## src/common/ym_timer_defs.svh

```systemverilog
// timer slice constants: widths, register addresses, mode bits and dividers
`ifndef YM_DEFS_SVH
`define YM_DEFS_SVH

// counter widths
`define YM_TA_WIDTH 10
`define YM_TB_WIDTH 8

// timer b advances once per 16 ticks
`define YM_TB_PRESCALE_BITS 4

// MCLK cycles per c1/c2 tick
`define YM_PHASE_DIV 4

// register addresses
`define YM_ADDR_TA_HI 8'h24
`define YM_ADDR_TA_LO 8'h25
`define YM_ADDR_TB 8'h26
`define YM_ADDR_MODE 8'h27

// mode register bits
`define YM_MODE_RUN_A 0
`define YM_MODE_RUN_B 1
`define YM_MODE_EN_A 2
`define YM_MODE_EN_B 3
`define YM_MODE_CLR_A 4
`define YM_MODE_CLR_B 5

`endif

```

## src/common/ym_timer_pkg.sv

```systemverilog
// shared types for the timer slice: register opcodes and clock phases
package ym_timer_pkg;

	// register selected by the latched address
	typedef enum logic [2:0]
	{
		OP_NONE,
		OP_TA_HI,
		OP_TA_LO,
		OP_TB,
		OP_MODE
	} ym_reg_op_e;

	// one tick of the two-phase clock
	typedef enum logic [1:0]
	{
		PH_C1,
		PH_GAP1,
		PH_C2,
		PH_GAP2
	} ym_phase_e;

endpackage

```

## src/common/ym_timer_if.sv

```systemverilog
// timer register bundle from the register decoder to the timers and flag logic
`timescale 1ns/1ps
`include "ym_timer_defs.svh"

interface ym_timer_if;

	// reload values
	logic [`YM_TA_WIDTH-1:0] ta_val;
	logic [`YM_TB_WIDTH-1:0] tb_val;

	// mode register levels
	logic run_a;
	logic run_b;
	logic flag_en_a;
	logic flag_en_b;

	// one-cycle pulses from a mode write
	logic flag_clr_a;
	logic flag_clr_b;

	modport decode
	(
		output ta_val,
		output tb_val,
		output run_a,
		output run_b,
		output flag_en_a,
		output flag_en_b,
		output flag_clr_a,
		output flag_clr_b
	);

	modport timer
	(
		input ta_val,
		input tb_val,
		input run_a,
		input run_b
	);

	modport status
	(
		input flag_en_a,
		input flag_en_b,
		input flag_clr_a,
		input flag_clr_b
	);

endinterface

```

## src/logic/ym_cells.sv

```systemverilog
// two-phase storage, counter, trigger and edge cells clocked by c1/c2 strobes
`timescale 1ns/1ps

module ym_sr_bit_array #(parameter int DATA_WIDTH = 1)
(
	input logic MCLK,
	input logic c1,
	input logic c2,
	input logic [DATA_WIDTH-1:0] data_in,
	output logic [DATA_WIDTH-1:0] data_out
);

	// first stage on c1, second stage on c2
	logic [DATA_WIDTH-1:0] stage1 = '0;
	logic [DATA_WIDTH-1:0] stage2 = '0;

	always_ff @(posedge MCLK)
	begin
		if (c1)
			stage1 <= data_in;
		if (c2)
			stage2 <= stage1;
	end

	assign data_out = stage2;

endmodule

module ym_cnt_bit #(parameter int DATA_WIDTH = 1)
(
	input logic MCLK,
	input logic c1,
	input logic c2,
	input logic c_in,
	input logic reset,
	output logic [DATA_WIDTH-1:0] val,
	output logic c_out
);

	logic [DATA_WIDTH-1:0] next_val;
	logic [DATA_WIDTH-1:0] cur_val;
	logic [DATA_WIDTH:0] sum;

	ym_sr_bit_array #(.DATA_WIDTH(DATA_WIDTH)) u_mem
	(
		.MCLK(MCLK),
		.c1(c1),
		.c2(c2),
		.data_in(next_val),
		.data_out(cur_val)
	);

	assign sum = {1'b0, cur_val} + {{DATA_WIDTH{1'b0}}, c_in};
	// cell reset is active high
	assign next_val = reset ? {DATA_WIDTH{1'b0}} : sum[DATA_WIDTH-1:0];
	assign val = cur_val;
	assign c_out = sum[DATA_WIDTH];

endmodule

module ym_cnt_bit_load #(parameter int DATA_WIDTH = 1)
(
	input logic MCLK,
	input logic c1,
	input logic c2,
	input logic c_in,
	input logic reset,
	input logic load,
	input logic [DATA_WIDTH-1:0] load_val,
	output logic [DATA_WIDTH-1:0] val,
	output logic c_out
);

	logic [DATA_WIDTH-1:0] next_val;
	logic [DATA_WIDTH-1:0] cur_val;
	logic [DATA_WIDTH-1:0] base;
	logic [DATA_WIDTH:0] sum;

	ym_sr_bit_array #(.DATA_WIDTH(DATA_WIDTH)) u_mem
	(
		.MCLK(MCLK),
		.c1(c1),
		.c2(c2),
		.data_in(next_val),
		.data_out(cur_val)
	);

	// load replaces the stored value before the carry is added
	assign base = load ? load_val : cur_val;
	assign sum = {1'b0, base} + {{DATA_WIDTH{1'b0}}, c_in};
	assign next_val = reset ? {DATA_WIDTH{1'b0}} : sum[DATA_WIDTH-1:0];
	assign val = cur_val;
	assign c_out = sum[DATA_WIDTH];

endmodule

module ym_rs_trig_sync
(
	input logic MCLK,
	input logic set,
	input logic rst,
	input logic c1,
	output logic q = 1'b0,
	output logic nq = 1'b1
);

	// rst has priority over set
	always_ff @(posedge MCLK)
	begin
		q <= (c1 & rst) ? 1'b0 : ((c1 & set) ? 1'b1 : q);
		nq <= (c1 & rst) ? 1'b1 : ((c1 & set) ? 1'b0 : nq);
	end

endmodule

module ym_edge_detect
(
	input logic MCLK,
	input logic c1,
	input logic inp,
	output logic outp
);

	logic prev = 1'b0;

	// previous level sampled once per tick
	always_ff @(posedge MCLK)
	begin
		if (c1)
			prev <= inp;
	end

	assign outp = inp & ~prev;

endmodule

```

## src/logic/ym_phase_gen.sv

```systemverilog
// phase generator: splits MCLK into non-overlapping c1/c2 strobes, one pair per tick
`timescale 1ns/1ps

module ym_phase_gen
	import ym_timer_pkg::*;
(
	input logic MCLK,
	input logic reset,
	output logic c1,
	output logic c2
);

	ym_phase_e state;

	// gap state in reset keeps both strobes low
	always_ff @(posedge MCLK)
	begin
		if (!reset)
			state <= PH_GAP2;
		else
		begin
			case (state)
				PH_C1: state <= PH_GAP1;
				PH_GAP1: state <= PH_C2;
				PH_C2: state <= PH_GAP2;
				default: state <= PH_C1;
			endcase
		end
	end

	assign c1 = (state == PH_C1);
	assign c2 = (state == PH_C2);

endmodule

```

## src/logic/ym_timer_top.sv

```systemverilog
// timer slice top: phase generator, register decoder, timers a and b and flag logic
`timescale 1ns/1ps
`include "ym_timer_defs.svh"

module ym_timer_top
(
	input logic MCLK,
	input logic reset,
	input logic wr,
	input logic rd,
	input logic a0,
	input logic [7:0] din,
	output logic [7:0] dout,
	output logic irq_n
);

	logic c1;
	logic c2;
	logic ovf_a;
	logic ovf_b;

	ym_timer_if tif();

	ym_phase_gen u_phase
	(
		.MCLK(MCLK),
		.reset(reset),
		.c1(c1),
		.c2(c2)
	);

	ym_reg_decode u_decode
	(
		.MCLK(MCLK),
		.reset(reset),
		.wr(wr),
		.a0(a0),
		.din(din),
		.tif(tif.decode)
	);

	// timer a steps every tick
	ym_timer #(.WIDTH(`YM_TA_WIDTH), .PRESCALE_BITS(0)) u_timer_a
	(
		.MCLK(MCLK),
		.reset(reset),
		.c1(c1),
		.c2(c2),
		.load_val(tif.ta_val),
		.run(tif.run_a),
		.ovf(ovf_a)
	);

	ym_timer #(.WIDTH(`YM_TB_WIDTH), .PRESCALE_BITS(`YM_TB_PRESCALE_BITS)) u_timer_b
	(
		.MCLK(MCLK),
		.reset(reset),
		.c1(c1),
		.c2(c2),
		.load_val(tif.tb_val),
		.run(tif.run_b),
		.ovf(ovf_b)
	);

	ym_timer_status u_status
	(
		.MCLK(MCLK),
		.reset(reset),
		.c1(c1),
		.tif(tif.status),
		.ovf_a(ovf_a),
		.ovf_b(ovf_b),
		.rd(rd),
		.dout(dout),
		.irq_n(irq_n)
	);

endmodule

```

## src/timers/ym_reg_decode.sv

```systemverilog
// register decoder: address latch and data writes into timer reload and mode bits
`timescale 1ns/1ps
`include "ym_timer_defs.svh"

module ym_reg_decode
	import ym_timer_pkg::*;
(
	input logic MCLK,
	input logic reset,
	input logic wr,
	input logic a0,
	input logic [7:0] din,
	ym_timer_if.decode tif
);

	logic [7:0] addr;
	ym_reg_op_e op;

	always_comb
	begin
		case (addr)
			`YM_ADDR_TA_HI: op = OP_TA_HI;
			`YM_ADDR_TA_LO: op = OP_TA_LO;
			`YM_ADDR_TB: op = OP_TB;
			`YM_ADDR_MODE: op = OP_MODE;
			default: op = OP_NONE;
		endcase
	end

	always_ff @(posedge MCLK)
	begin
		if (!reset)
		begin
			addr <= 8'h00;
			tif.ta_val <= '0;
			tif.tb_val <= '0;
			tif.run_a <= 1'b0;
			tif.run_b <= 1'b0;
			tif.flag_en_a <= 1'b0;
			tif.flag_en_b <= 1'b0;
			tif.flag_clr_a <= 1'b0;
			tif.flag_clr_b <= 1'b0;
		end
		else
		begin
			// clear pulses last one cycle
			tif.flag_clr_a <= 1'b0;
			tif.flag_clr_b <= 1'b0;
			if (wr && !a0)
				addr <= din;
			else if (wr && a0)
			begin
				case (op)
					OP_TA_HI: tif.ta_val[`YM_TA_WIDTH-1:2] <= din;
					OP_TA_LO: tif.ta_val[1:0] <= din[1:0];
					OP_TB: tif.tb_val <= din;
					OP_MODE:
					begin
						tif.run_a <= din[`YM_MODE_RUN_A];
						tif.run_b <= din[`YM_MODE_RUN_B];
						tif.flag_en_a <= din[`YM_MODE_EN_A];
						tif.flag_en_b <= din[`YM_MODE_EN_B];
						tif.flag_clr_a <= din[`YM_MODE_CLR_A];
						tif.flag_clr_b <= din[`YM_MODE_CLR_B];
					end
					default: ;
				endcase
			end
		end
	end

endmodule

```

## src/timers/ym_timer.sv

```systemverilog
// interval timer: reloadable up counter with optional prescaler and overflow pulse
`timescale 1ns/1ps

module ym_timer #(parameter int WIDTH = 10, parameter int PRESCALE_BITS = 0)
(
	input logic MCLK,
	input logic reset,
	input logic c1,
	input logic c2,
	input logic [WIDTH-1:0] load_val,
	input logic run,
	output logic ovf
);

	logic step;
	logic run_rise;
	logic cnt_load;
	logic cnt_cout;
	logic wrap_q;

	generate
		if (PRESCALE_BITS > 0)
		begin : g_pre
			// held clear while stopped so the first step is a full period away
			ym_cnt_bit #(.DATA_WIDTH(PRESCALE_BITS)) u_pre
			(
				.MCLK(MCLK),
				.c1(c1),
				.c2(c2),
				.c_in(run),
				.reset(~run | ~reset),
				.val(),
				.c_out(step)
			);
		end
		else
		begin : g_no_pre
			assign step = 1'b1;
		end
	endgenerate

	ym_edge_detect u_run_edge
	(
		.MCLK(MCLK),
		.c1(c1),
		.inp(run),
		.outp(run_rise)
	);

	// reload while stopped, at start, and on the tick after a wrap
	assign cnt_load = ~run | run_rise | wrap_q;

	ym_cnt_bit_load #(.DATA_WIDTH(WIDTH)) u_cnt
	(
		.MCLK(MCLK),
		.c1(c1),
		.c2(c2),
		.c_in(run & step),
		.reset(~reset),
		.load(cnt_load),
		.load_val(load_val),
		.val(),
		.c_out(cnt_cout)
	);

	always_ff @(posedge MCLK)
	begin
		if (!reset)
			wrap_q <= 1'b0;
		else if (c2)
			wrap_q <= run & cnt_cout;
	end

	assign ovf = c2 & run & cnt_cout;

endmodule

```

## src/timers/ym_timer_status.sv

```systemverilog
// timer flags: latched overflow flags, clears, interrupt pin and status byte
`timescale 1ns/1ps

module ym_timer_status
(
	input logic MCLK,
	input logic reset,
	input logic c1,
	ym_timer_if.status tif,
	input logic ovf_a,
	input logic ovf_b,
	input logic rd,
	output logic [7:0] dout,
	output logic irq_n
);

	logic flag_a;
	logic flag_b;
	logic flag_a_n;
	logic flag_b_n;

	// flags follow every MCLK, clear wins inside the trigger
	ym_rs_trig_sync u_flag_a
	(
		.MCLK(MCLK),
		.set(ovf_a & tif.flag_en_a),
		.rst(tif.flag_clr_a | ~reset),
		.c1(1'b1),
		.q(flag_a),
		.nq(flag_a_n)
	);

	ym_rs_trig_sync u_flag_b
	(
		.MCLK(MCLK),
		.set(ovf_b & tif.flag_en_b),
		.rst(tif.flag_clr_b | ~reset),
		.c1(1'b1),
		.q(flag_b),
		.nq(flag_b_n)
	);

	always_ff @(posedge MCLK)
	begin
		if (!reset)
		begin
			dout <= 8'h00;
			irq_n <= 1'b1;
		end
		else
		begin
			if (rd)
				dout <= {6'b000000, flag_b, flag_a};
			// irq pin updates once per tick
			if (c1)
				irq_n <= flag_a_n & flag_b_n;
		end
	end

endmodule
```

## config.mk

```make
export PLATFORM = sky130hd
export DESIGN_NAME = ym_timer_top
export DESIGN_NICKNAME = d
export VERILOG_FILES = /design/src/common/ym_timer_pkg.sv /design/src/common/ym_timer_if.sv /design/src/logic/ym_cells.sv /design/src/logic/ym_phase_gen.sv /design/src/logic/ym_timer_top.sv /design/src/timers/ym_reg_decode.sv /design/src/timers/ym_timer.sv /design/src/timers/ym_timer_status.sv
export VERILOG_INCLUDE_DIRS = /design/src /design/src/common
export SDC_FILE = /design/constraint.sdc
export NUM_CORES = 1
export LEC_CHECK = 0
export CAP_MARGIN = 20
export CORE_MARGIN = 5
export CORE_UTILIZATION = 60
export CTS_CLUSTER_DIAMETER = 30
export DETAILED_ROUTE_END_ITERATION = 10
export DONT_BUFFER_PORTS = 1
export PLACE_DENSITY_LB_ADDON = 0.3
export SLEW_MARGIN = 10
export SYNTH_ARGS = -nofsm -noshare
export SYNTH_HDL_FRONTEND = slang
export SYNTH_HIERARCHICAL = 1
export SYNTH_SLANG_ARGS = --single-unit
```

## constraint.sdc

```tcl
create_clock -name MCLK -period 8.4 [get_ports MCLK]
set_input_delay 1.68 -clock MCLK [delete_from_list [all_inputs] [get_ports MCLK]]
set_output_delay 1.68 -clock MCLK [all_outputs]
set_load 0.01 [all_outputs]
```

### Word level (Yosys, flattened, before mapping)

Cells that the tools add are included.

* bits in registers: 89
* latch bits: 0
* RAM bits: 0
* memory bits (read-only): 0
* input port bits: 13
* output and inout port bits: 9
* logic and storage cells: 80
* memories: 0

* add/sub/neg operators: 3
* multipliers: 0
* divide/modulo/power cells: 0
* order comparisons: 0
* eq/ne operators: 10
* shift operators: 0
* muxes and demuxes: 4
* bitwise operators: 27
* reduce and logical (&&, ||, !) cells: 9

Operators by type and width (number)
* $eq A8 B6 Y1 const B: 4
* $and A1 B1 Y1: 12
* $pmux W3 S4: 1
* $reduce_and A3 Y1: 4
* $add A10 B1 Y11: 1
* $mux W10: 1
* $add A8 B1 Y9: 1
* $mux W8: 1
* $not A1 Y1: 8
* $or A1 B1 Y1: 7
* $eq A3 B2 Y1 const B: 2
* $pmux W2 S3: 1
* $add A4 B1 Y5: 1
* $reduce_or A4 Y1: 1
* $eq A3 B1 Y1 const B: 1
* $eq A3 B3 Y1 const B: 1
* $eq A2 B1 Y1 const B: 1
* $eq A2 B2 Y1 const B: 1
* $logic_and A1 B1 Y1: 2
* $logic_not A2 Y1: 1
* $logic_not A1 Y1: 1

### Longest topological paths before layout

* depth after elaboration: 8
* mapped depth: 14
* mapped depth without buffers: 13

### Modules after synthesis

Netlist, hierarchy kept.

Modules (own cells, without submodules)
* ym_reg_decode: times used 1, cells an instance 116, area each 1204.9 um^2, seq. area each 640.6 um^2
* ym_sr_bit_array (u_timer_a.u_cnt.u_mem): times used 1, cells an instance 20, area each 600.6 um^2, seq. area each 600.6 um^2
* ym_sr_bit_array (u_timer_b.u_cnt.u_mem): times used 1, cells an instance 16, area each 480.5 um^2, seq. area each 480.5 um^2
* ym_cnt_bit_load (u_timer_a.u_cnt): times used 1, cells an instance 56, area each 441.7 um^2, seq. area each 0.0 um^2
* ym_cnt_bit_load (u_timer_b.u_cnt): times used 1, cells an instance 42, area each 376.6 um^2, seq. area each 0.0 um^2
* ym_sr_bit_array (u_timer_b.g_pre.u_pre.u_mem): times used 1, cells an instance 8, area each 240.2 um^2, seq. area each 240.2 um^2
* ym_timer_status: times used 1, cells an instance 22, area each 186.4 um^2, seq. area each 60.1 um^2
* ym_rs_trig_sync: times used 2, cells an instance 6, area each 62.6 um^2, seq. area each 40.0 um^2
* ym_phase_gen: times used 1, cells an instance 10, area each 100.1 um^2, seq. area each 40.0 um^2
* ym_cnt_bit: times used 1, cells an instance 11, area each 92.6 um^2, seq. area each 0.0 um^2
* ym_edge_detect: times used 2, cells an instance 2, area each 43.8 um^2, seq. area each 30.0 um^2
* ym_timer (u_timer_b): times used 1, cells an instance 8, area each 68.8 um^2, seq. area each 20.0 um^2
* ym_timer (u_timer_a): times used 1, cells an instance 6, area each 52.6 um^2, seq. area each 20.0 um^2

### Worst setup path after synthesis

Ideal clock, no wire load.

* kind: reg-to-reg
* from: register u_decode.tif.run_b
* to: register u_status.u_flag_b.nq
* setup time: 117 ps
* data arrival time: 2600 ps
* required time: 8283 ps
* path slack: 5683 ps
* cell stages (with the launch flop): 15
* buffers on the path: 2
* period minus slack after synthesis: 2717 ps
* cells stage by stage: dfxtp_1 nor2b_4 or3b_1 buf_6 buf_12 mux2_2 ha_1 ha_1 inv_1 a211oi_2 nor3b_2 and3_4 and2_1 nand2_1 a22o_1

* cells in the longest elaborated chain, start to end: 7
* elaborated cells between the ends (all ways): 11
* those cells by class: add/sub: 2; mux: 1; bitwise: 8

Ends and longest elaborated chain
* from (decl): line ym_timer_if.sv:26 `output run_b,`
* from (signal assigned): line ym_reg_decode.sv:60 `` tif.run_b <= din[`YM_MODE_RUN_B]; ``
* $and A1 B1 Y1: line ym_cells.sv:133 `assign outp = inp & ~prev;`
* via u_timer_b.run_rise: line ym_timer.sv:16 `logic run_rise;`
* $or A1 B1 Y1 (2 in a row): line ym_timer.sv:51 `assign cnt_load = ~run | run_rise | wrap_q;`
* via u_timer_b.cnt_load: line ym_timer.sv:17 `logic cnt_load;`
* $mux W8: line ym_cells.sv:89 `assign base = load ? load_val : cur_val;`
* $add A8 B1 Y9: line ym_cells.sv:90 `assign sum = {1'b0, base} + {{DATA_WIDTH{1'b0}}, c_in};`
* via u_timer_b.cnt_cout: line ym_timer.sv:18 `logic cnt_cout;`
* $and A1 B1 Y1: line ym_timer.sv:74 `assign ovf = c2 & run & cnt_cout;`
* via ovf_b: line ym_timer_top.sv:20 `logic ovf_b;`
* $and A1 B1 Y1: line ym_timer_status.sv:36 `.set(ovf_b & tif.flag_en_b),`
* to (signal assigned): line ym_cells.sv:111 `nq <= (c1 & rst) ? 1'b1 : ((c1 & set) ? 1'b0 : nq);`
* to (decl): line ym_cells.sv:104 `output logic nq = 1'b1`

The timed path passes the listed nets, and every way through them passes these cells.
A chain may end at the register's enable or synchronous reset.

### Final worst setup path

Same ends and word-level chain as after synthesis.

==> key figures <==
Run status
  – Status: finished clean

Pwr
  – Sequential Power Share: 58.7%
  – Comb power frac: 4.7%
  – Cell leakage power: 1.80 nW
  – Switching Share: 23.3%
  – Int Pwr: 0.658 mW
  – Sw power: 0.199 mW
  – Design Power: 0.857 mW
  – Max VDD drop: 0.0000910 V
  – Clock share of power: 36.5%
  – P per Cell Area: 199 nW/um^2

Yosys
  – #FFs+latches synth: 89
  – Sequential share of the synthesized area: 55.3%
  – Syn avg cell area: 12.3 sq um
  – Synth Instances: 331
  – Post-synthesis cell type count: 57
  – Post-Syn Area: 4060 sq um
  – Synthesis Warnings: 6

Critical path
  – Crit-path max FO: 15
  – CP Capture Type: flop
  – Critical path class: reg -> reg
  – Reg2reg start: u_decode/tif.run_b
  – CP startpoint: u_decode/tif.run_b
  – CP startpoint kind: flop
  – Critical path required time: 8.65 ns
  – Critical Path AT: 3.32 ns

Timing
  – Fmax: 325 MHz
  – Slew @ Worst Pin: 0.878 ns
  – Total negative slack: 0 ns
  – Hold WS: 0.409 ns
  – Fin crit period: 3.08 ns
  – Hold Violations, Final: 0
  – Final worst path period share: 36.6%
  – RSZ-0062 raised after global routing: no
  – Skew final: 0.0140 ns
  – Finish-stage setup viols: 0
  – Final Max Slew Viols: 0
  – Rel. slew slack: 41.4%

Global routing
  – Initial antenna violation count: 0
  – Largest net degree at the start of global routing: 51
  – Vias in the first global route: 2,379
  – Tot GR Track Use: 17.3%
  – GRT Residual Overflow: 0
  – Global-route wire length before repair: 11,300 um

Run
  – Max-cap viol count: 0

CTS
  – Longest Clk Path Bufs: 2
  – Post-CTS Resized: 0
  – CTS tree: done
  – Post-CTS Setup Bufs: 0
  – Clock-pin slew on the worst setup and hold paths: 0.09 ns
  – CTS Sinks: 89
  – # hold bufs at CTS: 0
  – CTS buffer count: 9
  – Root Driver: clkbuf_8
  – Worst-Skew Late Latency: 0.36 ns
  – CTS H-tree lvls: 3

Floorplanning
  – Core Area: 6680 sq um
  – Die Footprint: 8510 sq um
  – Die width: 92.2 um
  – IO Count: 22
  – Row count: 30
  – Starting Density: 60.7%
  – Die Y: 92.2 um

Final layout
  – FF+latch area: 2240 sq um
  – Layout cells sized above 1: 12.2%
  – Filler Cell Count: 509
  – Final nets: 360
  – Most frequent cells in the layout: edfxtp_1 (46), mux2i_1 (44), dfxtp_1 (43), nand2_1 (38), nor2b_1 (19)
  – Layout area overhead: 6.29%
  – Area of the multi-input gates: 1710 sq um
  – Diodes inserted: 0
  – Most common cell after layout, fill and taps aside: edfxtp_1

Routing
  – DR iter-0 viols: 116
  – First drt pass iteration count: 4
  – DRC viols: 0
  – Vias per inst: 5.64
  – Routed Antenna Nets: 0
  – Via count: 2,384
  – WL final: 6920 um
  – Post-DR wirelength/cell: 16.4 um

Placed design
  – Global placement routability congestion: 0.810
  – HPWL Detailed: 4690 um
  – I/O Buffers: 0

Min path
  – Hold Path Origin: u_timer_b/u_cnt/u_mem/stage1[6]
  – Worst hold path class: reg -> reg
==> synth_stat cells, drive strengths merged <==
cell type  count  area, sq um
mux2i         45          463
o21ai          5         25.0
nand2         39          149
nand3b         2         15.0
buf           12          105
inv            5         18.8
or3b           2         17.5
a31oi          1         6.26
and4bb         2         25.0
a22o           3         26.3
nand4b         5         58.8
nor2b         21          146
o21a           4         30.0
and3b          2         17.5
xnor2          5         43.8
a21o           1         7.51
and2           4         26.3
nand2b         4         25.0
nand4          3         33.8
a211oi         2         20.0
and2b          1         8.76
nor3           8         45.0
and3           3         25.0
mux2           5         63.8
ha             9          113
edfxtp        46         1380
xor2           3         26.3
nor2          14         52.6
nor3b          2         25.0
and4           1         11.3
a21oi          6         30.0
o31a           1         8.76
and4b          1         10.0
conb           2         7.51
a211o          1         8.76
nand3          9         55.1
o211ai         2         33.8
dfxtp         43          861
a221oi         1         8.76
clkbuf         6         22.5
==> worst max-delay path: stages (launching register included) <==
cell and delay [ns]:
dfxtp_1 0.38, nor2b_4 0.15, or3b_1 0.64, mux2_2 0.33, ha_1 0.18, ha_1 0.15
inv_1 0.07, a211oi_2 0.30, nor3b_2 0.22, and3_4 0.20, and2_1 0.14, nand2_1 0.05
a22o_1 0.17
==> final timing paths <==
| check | endpoint | slack (ns) | cells after the start |
|---|---|---|---|
| worst min register to register | u_timer_b/u_cnt/u_mem/data_out[6] | 0.41 | 0 |
| worst max register to register | u_status/u_flag_b/nq | 5.32 | 12 |
| worst min-delay path | u_timer_b/u_cnt/u_mem/data_out[6] | 0.41 | 0 |
| worst max-delay path | u_status/u_flag_b/nq | 5.32 | 12 |
==> stage by stage <==
stage / worst slack [ns] / std cells / instance area [sq um] / util, %
floorplan: 5.68 / 343 / 4100 / -
global placement: 5.48 / 407 / 4090 / 61.2
detailed placement: 5.36 / 407 / 4090 / 61.2
CTS: 5.33 / 423 / 4310 / 64.6
global route: 5.13 / 423 / 4310 / 64.6
finish: 5.32 / 423 / 4310 / 64.6
==> metal layers <==
metal | wire (um) | share of wire (%) | global-route usage (%) | up-vias
met3 | 319 | 4.6 | 3.61 | 11
met4 | 148 | 2.1 | 8.79 | 0
met1 | 3170 | 46 | 22.3 | 1139
met5 | 0 | 0 | 0 | -
met2 | 3280 | 47 | 27.4 | 51
li1 | - | - | - | 1183
==> state kept, by name (all words and copies together) (netlist names), 2 cells and up <==
signal and flops:
u_timer_a/u_cnt/u_mem/data_out 10, u_phase/state 2, u_timer_a/u_cnt/u_mem/stage1 10, u_timer_b/g_pre.u_pre/u_mem/data_out 4
u_timer_b/u_cnt/u_mem/data_out 8, u_decode/addr 8, u_status/dout 2, u_decode/tif.tb_val 8
u_timer_b/g_pre.u_pre/u_mem/stage1 4, u_timer_b/u_cnt/u_mem/stage1 8, u_decode/tif.ta_val 10
==> kinds of logic after synthesis <==
| kind of cell | count (synthesis) | share of synthesized area (%) |
|---|---|---|
| AO/OA/AOI/OAI | 27 | 5.06 |
| XOR/XNOR | 8 | 1.73 |
| adder cells (fa/ha/maj) | 9 | 2.78 |
| buffers and inverters | 23 | 3.61 |
| flip-flops | 89 | 55.3 |
| multiplexers | 50 | 13.0 |
| other | 2 | 0.185 |
| AND/OR/NAND/NOR | 123 | 18.4 |
==> power groups by stage <==
stage                     Combinational (mW)  Clock (mW)  Sequential [mW]
after floorplan                       0.0344           0            0.509
after global placement                0.0398           0            0.512
after detailed placement              0.0412           0            0.513
after CTS                             0.0414       0.322            0.504
after global routing                  0.0461       0.340            0.506
final                                 0.0405       0.313            0.504
==> layout make-up <==
type	count	area share [%]
clock buffer	12	4.35
inverter	5	0.435
tap	80	2.32
clock inverter	4	0.812
multi-input combinational	231	39.7
sequential	89	52.0
timing repair buffer	2	0.348
(Power assumes the default switching activity.)
